### src/common/graphics_params.svh
/* Frame geometry, blanking and sync widths, and palette size
   for the display graphics subsystem. */
`ifndef GRAPHICS_PARAMS_SVH
`define GRAPHICS_PARAMS_SVH

`define FRAME_WIDTH 16      // Active pixels per line.
`define FRAME_HEIGHT 8      // Active lines per frame.
`define PIXEL_ADDR_BITS 7   // Enough bits for FRAME_WIDTH * FRAME_HEIGHT.

`define H_BLANK 6           // Blank slots after each active line.
`define HSYNC_SLOTS 2       // Leading blank slots with hsync high.

`define V_BLANK_LINES 2     // Blank lines after the active frame.
`define VSYNC_LINES 1       // Leading blank lines with vsync high.

`define PALETTE_SIZE 16

`endif

### src/common/graphics_pkg.sv
/* Command opcodes and the packed structs passed between the graphics blocks. */
`include "graphics_params.svh"

package graphics_pkg;

    localparam logic [7:0] OP_ASSIGN_COLOR = 8'h10;
    localparam logic [7:0] OP_SHOW_BUFFER = 8'h17;
    localparam logic [7:0] OP_DRAW_PIXEL = 8'h19;

    typedef struct packed {
        logic [3:0] y;
        logic [2:0] cb;
        logic [2:0] cr;
    } ycbcr_t;

    typedef struct packed {
        logic                        valid;
        logic [`PIXEL_ADDR_BITS-1:0] address;  // Row-major address y * FRAME_WIDTH + x.
        logic [3:0]                  index;
    } pixel_write_t;

    typedef struct packed {
        logic       valid;
        logic [3:0] index;
        ycbcr_t     color;
    } color_assign_t;

    typedef struct packed {
        logic       hsync;
        logic       vsync;
        logic [3:0] y;
        logic [2:0] cb;
        logic [2:0] cr;
    } display_pins_t;

endpackage

### src/display_buffers/buffer_bank.sv
/* One pixel memory bank with a synchronous write port and a registered read port. */
`timescale 1ns/1ps
`include "graphics_params.svh"

module buffer_bank (
    input  logic                        clock_in,
    input  logic                        write_enable,
    input  logic [`PIXEL_ADDR_BITS-1:0] write_address,
    input  logic [3:0]                  write_index,
    input  logic [`PIXEL_ADDR_BITS-1:0] read_address,
    output logic [3:0]                  read_index
);

    localparam int DEPTH = `FRAME_WIDTH * `FRAME_HEIGHT;

    logic [3:0] memory [DEPTH];  // Palette indices, row-major.

    always_ff @(posedge clock_in) begin
        if (write_enable) begin
            memory[write_address] <= write_index;
        end
        read_index <= memory[read_address];  // One cycle of read latency.
    end

endmodule

### src/display_buffers/display_buffers.sv
/* Double frame buffer with front/back selection and a swap that waits
   for the next frame start. */
`timescale 1ns/1ps
`include "graphics_params.svh"

module display_buffers import graphics_pkg::*; (
    input  logic                        clock_in,
    input  logic                        rst_n,
    input  pixel_write_t                pixel_write,
    input  logic                        show_request,
    input  logic                        frame_start,
    input  logic [`PIXEL_ADDR_BITS-1:0] read_address,
    output logic [3:0]                  read_index
);

    logic       front_select;   // Bank currently scanned out.
    logic       swap_pending;
    logic       read_select;    // Front selection aligned with the registered read.
    logic [3:0] bank_index [2];

    for (genvar bank = 0; bank < 2; bank++) begin : g_bank
        buffer_bank i_buffer_bank (
            .clock_in,
            .write_enable(pixel_write.valid && front_select != 1'(bank)),
            .write_address(pixel_write.address),
            .write_index(pixel_write.index),
            .read_address,
            .read_index(bank_index[bank])
        );
    end

    always_ff @(posedge clock_in or negedge rst_n) begin
        if (!rst_n) begin
            front_select <= 1'b0;
            swap_pending <= 1'b0;
            read_select <= 1'b0;
        end else begin
            read_select <= front_select;
            if (frame_start && swap_pending) begin
                front_select <= ~front_select;
                swap_pending <= show_request;  // A show in the same clock waits a frame.
            end else if (show_request) begin
                swap_pending <= 1'b1;
            end
        end
    end

    assign read_index = bank_index[read_select];

endmodule

### src/display_driver/display_driver.sv
/* Raster timing generator producing read addresses, the frame start strobe
   and the display pins. */
`timescale 1ns/1ps
`include "graphics_params.svh"

module display_driver import graphics_pkg::*; (
    input  logic                        clock_in,
    input  logic                        rst_n,
    input  ycbcr_t                      pixel_color,
    output logic [`PIXEL_ADDR_BITS-1:0] read_address,
    output logic                        frame_start,
    output logic                        display_clock,
    output display_pins_t               display_pins
);

    localparam int H_TOTAL = `FRAME_WIDTH + `H_BLANK;
    localparam int V_TOTAL = `FRAME_HEIGHT + `V_BLANK_LINES;
    localparam int H_BITS = $clog2(H_TOTAL);
    localparam int V_BITS = $clog2(V_TOTAL);
    localparam int ADDR_BITS = `PIXEL_ADDR_BITS;

    typedef struct packed {
        logic phase;
        logic active;
        logic hsync;
        logic vsync;
        logic frame;
    } timing_t;

    logic              phase;      // Low half of a slot when 0, high half when 1.
    logic [H_BITS-1:0] h_count;
    logic [V_BITS-1:0] v_count;
    timing_t           timing;
    timing_t           stage_1;
    timing_t           stage_2;    // Lines up with the palette output.

    always_ff @(posedge clock_in or negedge rst_n) begin
        if (!rst_n) begin
            phase <= 1'b0;
            h_count <= '0;
            v_count <= '0;
        end else begin
            phase <= ~phase;
            if (phase) begin
                if (h_count == H_BITS'(H_TOTAL - 1)) begin
                    h_count <= '0;
                    if (v_count == V_BITS'(V_TOTAL - 1)) begin
                        v_count <= '0;
                    end else begin
                        v_count <= v_count + 1'b1;
                    end
                end else begin
                    h_count <= h_count + 1'b1;
                end
            end
        end
    end

    assign timing.phase = phase;
    assign timing.active = h_count < H_BITS'(`FRAME_WIDTH) && v_count < V_BITS'(`FRAME_HEIGHT);
    assign timing.hsync = h_count >= H_BITS'(`FRAME_WIDTH)
                       && h_count < H_BITS'(`FRAME_WIDTH + `HSYNC_SLOTS);
    assign timing.vsync = v_count >= V_BITS'(`FRAME_HEIGHT)
                       && v_count < V_BITS'(`FRAME_HEIGHT + `VSYNC_LINES);
    assign timing.frame = v_count == V_BITS'(`FRAME_HEIGHT) && h_count == '0 && !phase;

    // The address is held for both clocks of its slot.
    assign read_address = timing.active
                        ? ADDR_BITS'(v_count) * ADDR_BITS'(`FRAME_WIDTH) + ADDR_BITS'(h_count)
                        : '0;

    always_ff @(posedge clock_in or negedge rst_n) begin
        if (!rst_n) begin
            stage_1 <= '0;
            stage_2 <= '0;
        end else begin
            stage_1 <= timing;   // Covers the buffer read.
            stage_2 <= stage_1;  // Covers the palette lookup.
        end
    end

    assign frame_start = stage_2.frame;
    assign display_clock = stage_2.phase;
    assign display_pins.hsync = stage_2.hsync;
    assign display_pins.vsync = stage_2.vsync;
    assign display_pins.y = stage_2.active ? pixel_color.y : '0;
    assign display_pins.cb = stage_2.active ? pixel_color.cb : '0;
    assign display_pins.cr = stage_2.active ? pixel_color.cr : '0;

endmodule

### src/hw/color_palette.sv
/* Sixteen-entry YCbCr palette with a registered lookup. */
`timescale 1ns/1ps
`include "graphics_params.svh"

module color_palette import graphics_pkg::*; (
    input  logic          clock_in,
    input  logic          rst_n,
    input  color_assign_t color_assign,
    input  logic [3:0]    pixel_index,
    output ycbcr_t        pixel_color
);

    ycbcr_t entries [`PALETTE_SIZE];

    always_ff @(posedge clock_in or negedge rst_n) begin
        if (!rst_n) begin
            for (int i = 0; i < `PALETTE_SIZE; i++) begin
                entries[i] <= '0;   // Every index shows black after reset.
            end
            pixel_color <= '0;
        end else begin
            if (color_assign.valid) begin
                entries[color_assign.index] <= color_assign.color;
            end
            // A lookup in the same clock as a write sees the old colour.
            pixel_color <= entries[pixel_index];
        end
    end

endmodule

### src/hw/command_decoder.sv
/* Command decoder turning opcode and operand strobes into pixel-write,
   colour-assign and show strobes. */
`timescale 1ns/1ps
`include "graphics_params.svh"

module command_decoder import graphics_pkg::*; (
    input  logic          clock_in,
    input  logic          rst_n,
    input  logic [7:0]    op_code,
    input  logic          op_code_valid,
    input  logic [7:0]    operand,
    input  logic          operand_valid,
    input  logic [7:0]    operand_count,
    output pixel_write_t  pixel_write,
    output color_assign_t color_assign,
    output logic          show_request
);

    logic [15:0] address_bytes;    // High byte arrives first.
    logic [3:0]  assign_index;
    logic [3:0]  assign_y;
    logic [2:0]  assign_cb;
    logic        op_code_valid_q;
    logic        draw_operand;
    logic        assign_operand;

    assign draw_operand = op_code_valid && operand_valid && op_code == OP_DRAW_PIXEL;
    assign assign_operand = op_code_valid && operand_valid && op_code == OP_ASSIGN_COLOR;

    always_ff @(posedge clock_in) begin
        if (draw_operand && operand_count == 8'd1) begin
            address_bytes[15:8] <= operand;
        end
        if (draw_operand && operand_count == 8'd2) begin
            address_bytes[7:0] <= operand;
        end
        if (assign_operand && operand_count == 8'd1) begin
            assign_index <= operand[3:0];
        end
        if (assign_operand && operand_count == 8'd2) begin
            assign_y <= operand[7:4];  // Colour fields use the top bits of the byte.
        end
        if (assign_operand && operand_count == 8'd3) begin
            assign_cb <= operand[7:5];
        end
    end

    always_ff @(posedge clock_in or negedge rst_n) begin
        if (!rst_n) begin
            pixel_write <= '0;
            color_assign <= '0;
            show_request <= 1'b0;
            op_code_valid_q <= 1'b0;
        end else begin
            pixel_write.valid <= 1'b0;   // Strobes last a single cycle.
            color_assign.valid <= 1'b0;
            op_code_valid_q <= op_code_valid;
            // Only the rising edge counts, however long the opcode is held.
            show_request <= op_code_valid && !op_code_valid_q && op_code == OP_SHOW_BUFFER;

            if (draw_operand && operand_count == 8'd3) begin
                pixel_write <= '{
                    valid: 1'b1,
                    address: address_bytes[`PIXEL_ADDR_BITS-1:0],
                    index: operand[3:0]
                };
            end

            if (assign_operand && operand_count == 8'd4) begin
                color_assign <= '{
                    valid: 1'b1,
                    index: assign_index,
                    color: '{y: assign_y, cb: assign_cb, cr: operand[7:5]}
                };
            end
        end
    end

endmodule

### src/hw/graphics.sv
/* Graphics top level tying the command decoder, double buffer, palette
   and raster driver together. */
`timescale 1ns/1ps
`include "graphics_params.svh"

module graphics import graphics_pkg::*; (
    input  logic       clock_in,
    input  logic       rst_n,
    input  logic [7:0] op_code,
    input  logic       op_code_valid,
    input  logic [7:0] operand,
    input  logic       operand_valid,
    input  logic [7:0] operand_count,
    output logic       display_clock,
    output logic       display_hsync,
    output logic       display_vsync,
    output logic [3:0] display_y,
    output logic [2:0] display_cb,
    output logic [2:0] display_cr
);

    pixel_write_t                pixel_write;
    color_assign_t               color_assign;
    logic                        show_request;
    logic                        frame_start;
    logic [`PIXEL_ADDR_BITS-1:0] read_address;
    logic [3:0]                  read_index;
    ycbcr_t                      pixel_color;
    display_pins_t               display_pins;

    command_decoder i_command_decoder (
        .clock_in,
        .rst_n,
        .op_code,
        .op_code_valid,
        .operand,
        .operand_valid,
        .operand_count,
        .pixel_write,
        .color_assign,
        .show_request
    );

    display_buffers i_display_buffers (
        .clock_in,
        .rst_n,
        .pixel_write,
        .show_request,
        .frame_start,
        .read_address,
        .read_index
    );

    color_palette i_color_palette (
        .clock_in,
        .rst_n,
        .color_assign,
        .pixel_index(read_index),
        .pixel_color
    );

    display_driver i_display_driver (
        .clock_in,
        .rst_n,
        .pixel_color,
        .read_address,
        .frame_start,
        .display_clock,
        .display_pins
    );

    assign display_hsync = display_pins.hsync;
    assign display_vsync = display_pins.vsync;
    assign display_y = display_pins.y;
    assign display_cb = display_pins.cb;
    assign display_cr = display_pins.cr;

endmodule

### config.mk
export PLATFORM = sky130hd
export DESIGN_NAME = graphics
export DESIGN_NICKNAME = d
export VERILOG_FILES = /design/src/common/graphics_pkg.sv /design/src/display_buffers/buffer_bank.sv /design/src/display_buffers/display_buffers.sv /design/src/display_driver/display_driver.sv /design/src/hw/color_palette.sv /design/src/hw/command_decoder.sv /design/src/hw/graphics.sv
export VERILOG_INCLUDE_DIRS = /design/src /design/src/common
export SDC_FILE = /design/constraint.sdc
export NUM_CORES = 2
export LEC_CHECK = 0
export ABC_AREA = 1
export BUFFER_PORTS_ARGS = -buffer_cell sky130_fd_sc_hd__buf_2
export CAP_MARGIN = 20
export CORE_MARGIN = 2
export CORE_UTILIZATION = 50
export CTS_BUF_LIST = sky130_fd_sc_hd__clkbuf_8
export CTS_CLUSTER_DIAMETER = 50
export CTS_CLUSTER_SIZE = 28
export DETAILED_ROUTE_END_ITERATION = 16
export PLACE_DENSITY_LB_ADDON = 0.25
export SYNTH_ARGS = -nofsm -noshare
export SYNTH_HDL_FRONTEND = slang
export SYNTH_HIERARCHICAL = 1
export SYNTH_SLANG_ARGS = --single-unit
export TNS_END_PERCENT = 30
### constraint.sdc
create_clock -name clock_in -period 4.4 [get_ports clock_in]
set_input_delay 0.22 -clock clock_in [delete_from_list [all_inputs] [get_ports clock_in]]
set_output_delay 0.22 -clock clock_in [all_outputs]
set_load 0.01 [all_outputs]
==> impl_metrics.env <==
export IMPL_run_status="finished, final reports clean"
export IMPL_synth_nets=5198
export IMPL_timing_final_hold_violations=0
export IMPL_worst_setup_hold_path_clk_slew_ns=0.09
export IMPL_ir_drop_mv=0.324
export IMPL_synth_top_cells_by_area="sky130_fd_sc_hd__edfxtp_1 58%, sky130_fd_sc_hd__nand2_1 12%, sky130_fd_sc_hd__dfrtp_1 10%"
export IMPL_clock_fmax_mhz=291
export IMPL_worstSetupStartpointType="input pin"
export IMPL_endpoint_kind="flop"
export IMPL_hold_end="i_command_decoder/pixel_write[11]$_DFF_PN0_"
export IMPL_power_share_clock_pct=38.7
export IMPL_wire_per_inst_um=20.1
export IMPL_pwr_density_cell_nw_per_um2=362
export IMPL_first_iter_violations=3881
export IMPL_p_leak_nw=20.9
export IMPL_synthArstFlopShare_pct=17.5
export IMPL_post_dp_hpwl_um=75900
export IMPL_crit_type="in2reg"
export IMPL_regToRegSetupSlack_ns=1.29
export IMPL_via_count=37000
export IMPL_cell_accounting_for_the_most_synthesized_area="sky130_fd_sc_hd__edfxtp_1"
export IMPL_number_of_search_and_repair_iterations_in_the_first_detailed_routing_pass=5
export IMPL_worst_r2r_startpoint="i_display_driver/v_count[3]$_DFFE_PN0P_"
export IMPL_fill_cells=9242
export IMPL_number_of_global_route_vias_before_repair=35000
export IMPL_synth_cell_area_um2=54200
export IMPL_number_of_sinks_on_the_clock_net=1272
export IMPL_synth_largest_type_area_fraction_pct=57.7
export IMPL_antenna_left=0
export IMPL_fin_crit_ns=3.43
export IMPL_drc=0
export IMPL_syn_area_per_cell_um2=10.5
export IMPL_ys_dominant_reg_cell="sky130_fd_sc_hd__edfxtp_1"
export IMPL_crit_buf_inv=6
export IMPL_multi_input_comb_area_um2=14400
export IMPL_hold_buffers=37
export IMPL_hold_class="in2reg"
export IMPL_die_height_um=333
export IMPL_insertion_delay_ns=0.83
export IMPL_reg2regPathDepth=14
export IMPL_worstMarginPinSlew_ns=1.18
export IMPL_sequential_cell_area_um2=37000
export IMPL_start_util_pct=50.5
export IMPL_die_footprint_um2=111000
export IMPL_netlist_cell_type_count=35
export IMPL_cp_max_fo=11
export IMPL_cts_root_buf="sky130_fd_sc_hd__clkbuf_8"
export IMPL_globalplace_congestion=0.834
export IMPL_cap_violations=0
export IMPL_grt_max_degree=221
export IMPL_unrepaired_setup_endpoints_after_global_routing="false"
export IMPL_drive_gt1_share_pct=7.00
export IMPL_routed_via_density=5.60
export IMPL_delay_contributed_by_the_slowest_stage_of_the_critical_path_ns=0.86
export IMPL_synth_sequential_area_ratio_pct=68.3
export IMPL_row_count=120
export IMPL_seq_power_share_pct=60.9
export IMPL_routed_wl_um=133000
export IMPL_synth_enable_flop_cells=1042
export IMPL_area_growth_pct=7.60
export IMPL_timing_clock_skew_ns=0.0597
export IMPL_crit_family="buffers and inverters"
export IMPL_coreArea_um2=107000
export IMPL_worst_path_max_delay_cell="sky130_fd_sc_hd__dlygate4sd3_1"
export IMPL_die_w_um=333
export IMPL_crit_required_ns=5.13
export IMPL_num_nets_final=5141
export IMPL_ys_ff_latch=1272
export IMPL_cts_htree_levels=3
export IMPL_total_switching_power_w=0.00464
export IMPL_final_hold_slack_ns=0.0996
export IMPL_post_route_period_util_pct=78.0
export IMPL_tritoncts="done"
export IMPL_setup_viol=0
export IMPL_yosysWarningCount=6
export IMPL_critPathMostFrequentCell="sky130_fd_sc_hd__dlygate4sd3_1"
export IMPL_worst_ep_arrival_time_ns=4.16
export IMPL_totalNegativeSetupSlack_ns=0
export IMPL_power_share_combinational_pct=0.5
export IMPL_initial_antenna_violation_count=2
export IMPL_cts_buffers=120
export IMPL_pin_count=41
export IMPL_hold_path_startpoint="operand_valid"
export IMPL_place_port_buffers=40
export IMPL_cts_root_to_sink_buffers=3
export IMPL_timing_slew_headroom_pct=21.3
export IMPL_cts_repair_resize_count=0
export IMPL_p_int_w=0.0165
export IMPL_min_delay_path_depth=7
export IMPL_slew_viol_final=0
export IMPL_overflow=0
export IMPL_switching_share_pct=22.0
export IMPL_synth_cells=5165
export IMPL_grt_first_pass_wirelength_um=206000
export IMPL_post_cts_repair_setup_buffers=0
export IMPL_grt_use_total_pct=23.8
export IMPL_worst_path_cell_chain="dlygate4sd3_1, buf_2, nor2_4, dlygate4sd3_1, nand2_4, dlygate4sd3_1, nor2_4, dlygate4sd3_1, nand4_1, dlygate4sd3_1, nand2_1"
## how the worst max path moves through the flow
| stage | startpoint | to | slack [ns] | depth (start not counted) |
|---|---|---|---|---|
| final | operand_count[4] | i_command_decoder/pixel_write[3]$_DFFE_PN0P_ | 0.97 | 11 |
| after global routing | operand_count[4] | i_command_decoder/pixel_write[3]$_DFFE_PN0P_ | 0.91 | 11 |
| after CTS | operand_count[4] | i_command_decoder/pixel_write[3]$_DFFE_PN0P_ | 1.09 | 11 |
| after detailed placement | i_display_driver/v_count[3]$_DFFE_PN0P_ | flop | 1.34 | 14 |
| after global placement | i_display_driver/v_count[3]$_DFFE_PN0P_ | flop | 1.36 | 14 |
| after floorplan | i_command_decoder/pixel_write[0]$_DFFE_PN0P_ | flop | 0.41 | 0 |
## sequential cells by signal, summed over array words and instances (netlist names), 2 cells and up
| register | flops |
|---|---|
| i_color_palette/entries | 160 |
| i_display_driver/h_count | 5 |
| i_display_buffers/g_bank.i_buffer_bank/read_index | 8 |
| i_display_driver/display_pins | 2 |
| i_command_decoder/pixel_write | 12 |
| i_command_decoder/assign_y | 4 |
| i_display_driver/v_count | 4 |
| i_command_decoder/assign_cb | 3 |
| i_color_palette/pixel_color | 10 |
| i_display_buffers/g_bank.i_buffer_bank/memory | 1024 |
| i_command_decoder/assign_index | 4 |
| i_display_driver/stage_1 | 5 |
| i_command_decoder/address_bytes | 7 |
| i_command_decoder/color_assign | 15 |
## worst reg2reg max path: cells and delay by family (launching register included)
family | cells | cell delay (ns)
buffers and inverters | 2 | 0.95
and+or+nand+nor | 12 | 1.70
DFF | 1 | 0.43
## synthesized netlist by cell type, types with 3 or more instances
cell type                  count
sky130_fd_sc_hd__inv_2         9
sky130_fd_sc_hd__buf_4        50
sky130_fd_sc_hd__nand2_1    1688
sky130_fd_sc_hd__ha_1          5
sky130_fd_sc_hd__buf_6        46
sky130_fd_sc_hd__nor3_1       19
sky130_fd_sc_hd__buf_2       112
sky130_fd_sc_hd__dfxtp_1       8
sky130_fd_sc_hd__nor2_2        4
sky130_fd_sc_hd__o21ai_0     163
sky130_fd_sc_hd__nor2_4        4
sky130_fd_sc_hd__nand4_1      16
sky130_fd_sc_hd__buf_1        26
sky130_fd_sc_hd__clkbuf_1     82
sky130_fd_sc_hd__dfrtp_1     222
sky130_fd_sc_hd__o21ai_1      20
sky130_fd_sc_hd__nor2_1      307
sky130_fd_sc_hd__inv_1       237
sky130_fd_sc_hd__buf_8         4
sky130_fd_sc_hd__edfxtp_1   1042
sky130_fd_sc_hd__nand3_1    1081
sky130_fd_sc_hd__nand2_2       3
## power groups by stage
stage,registers [W],clock network [W],logic [W]
after global placement,0.0131,0,0.0000784
after floorplan,0.0131,0,0.0000138
after global routing,0.0128,0.00875,0.000111
after CTS,0.0128,0.00831,0.0000991
final,0.0128,0.00816,0.0000982
after detailed placement,0.0131,0,0.0000799
## cells in the final DEF (no fill, tap or decap), types with 2 or more instances in the layout
cell type / Yosys / layout
sky130_fd_sc_hd__inv_1: 237 / 239
sky130_fd_sc_hd__clkinv_1: 1 / 5
sky130_fd_sc_hd__nor2_1: 307 / 301
sky130_fd_sc_hd__o21ai_1: 20 / 21
sky130_fd_sc_hd__dfxtp_1: 8 / 8
sky130_fd_sc_hd__o21ai_4: 0 / 2
sky130_fd_sc_hd__buf_4: 50 / 43
sky130_fd_sc_hd__inv_8: 0 / 13
sky130_fd_sc_hd__bufinv_16: 0 / 11
sky130_fd_sc_hd__inv_2: 9 / 9
sky130_fd_sc_hd__inv_12: 0 / 2
sky130_fd_sc_hd__clkbuf_8: 0 / 126
sky130_fd_sc_hd__nand2_1: 1688 / 1688
sky130_fd_sc_hd__nor2_2: 4 / 5
sky130_fd_sc_hd__nand3_2: 2 / 2
sky130_fd_sc_hd__clkinv_2: 0 / 9
sky130_fd_sc_hd__clkinv_4: 0 / 13
sky130_fd_sc_hd__nand3_1: 1081 / 1081
sky130_fd_sc_hd__clkinv_8: 0 / 9
sky130_fd_sc_hd__buf_12: 0 / 20
sky130_fd_sc_hd__dlygate4sd3_1: 0 / 37
sky130_fd_sc_hd__edfxtp_1: 1042 / 1042
sky130_fd_sc_hd__o21ai_0: 163 / 160
sky130_fd_sc_hd__nor2_8: 2 / 2
sky130_fd_sc_hd__dfrtp_4: 0 / 4
sky130_fd_sc_hd__buf_2: 112 / 39
sky130_fd_sc_hd__inv_4: 0 / 3
sky130_fd_sc_hd__nand2_2: 3 / 3
sky130_fd_sc_hd__dfrtp_1: 222 / 218
sky130_fd_sc_hd__nor2_4: 4 / 9
sky130_fd_sc_hd__nor3_1: 19 / 19
sky130_fd_sc_hd__diode_2: 0 / 2
sky130_fd_sc_hd__ha_1: 5 / 5
sky130_fd_sc_hd__nand4_1: 16 / 16
sky130_fd_sc_hd__clkinvlp_4: 0 / 14
sky130_fd_sc_hd__inv_6: 2 / 22
sky130_fd_sc_hd__xor2_1: 2 / 2
## cell families (layout without fill, tap and decap cells)
logic type      after synthesis  in the layout  synth area share (%)
simple gates               3131           3131                  24.5
flops                      1272           1272                  68.3
buf+inv                     569            616                  5.29
compound gates              185            185                  1.72
fa+ha+maj                     5              5                 0.115
xor+xnor                      3              3                0.0485
other cells                   0              2                     0
## layout make-up
class	count	share of cell area, %
multi-input combinational	3324	24.7
antenna	2	0.00858
inverter	249	1.63
tap	1403	3.01
sequential	1272	63.5
timing repair buffer	141	2.28
clock inverter	100	1.94
clock buffer	126	2.97
## per-layer routing
layer | part of all wire, % | vias up | GRT usage, %
li1 | - | 17400 | -
met1 | 43 | 17900 | 34.0
met2 | 46 | 1474 | 37.7
met3 | 8.0 | 245 | 3.95
met4 | 3.0 | 0 | 7.03
met5 | 0 | - | 0
## through the flow
step | setup slack [ns] | total power [W] | util [%] | cell area [µm²] | instances
after global placement | 1.36 | 0.0132 | 51.3 | 55000 | 6351
after floorplan | 0.413 | 0.0131 | - | 54200 | 5165
after detailed placement | 1.34 | 0.0132 | 51.3 | 55100 | 6352
after CTS | 1.09 | 0.0213 | 54.3 | 58300 | 6615
after global routing | 0.915 | 0.0217 | 54.3 | 58300 | 6617
final | 0.969 | 0.0211 | 54.3 | 58300 | 6617
Power figures use the tool's default switching activity.
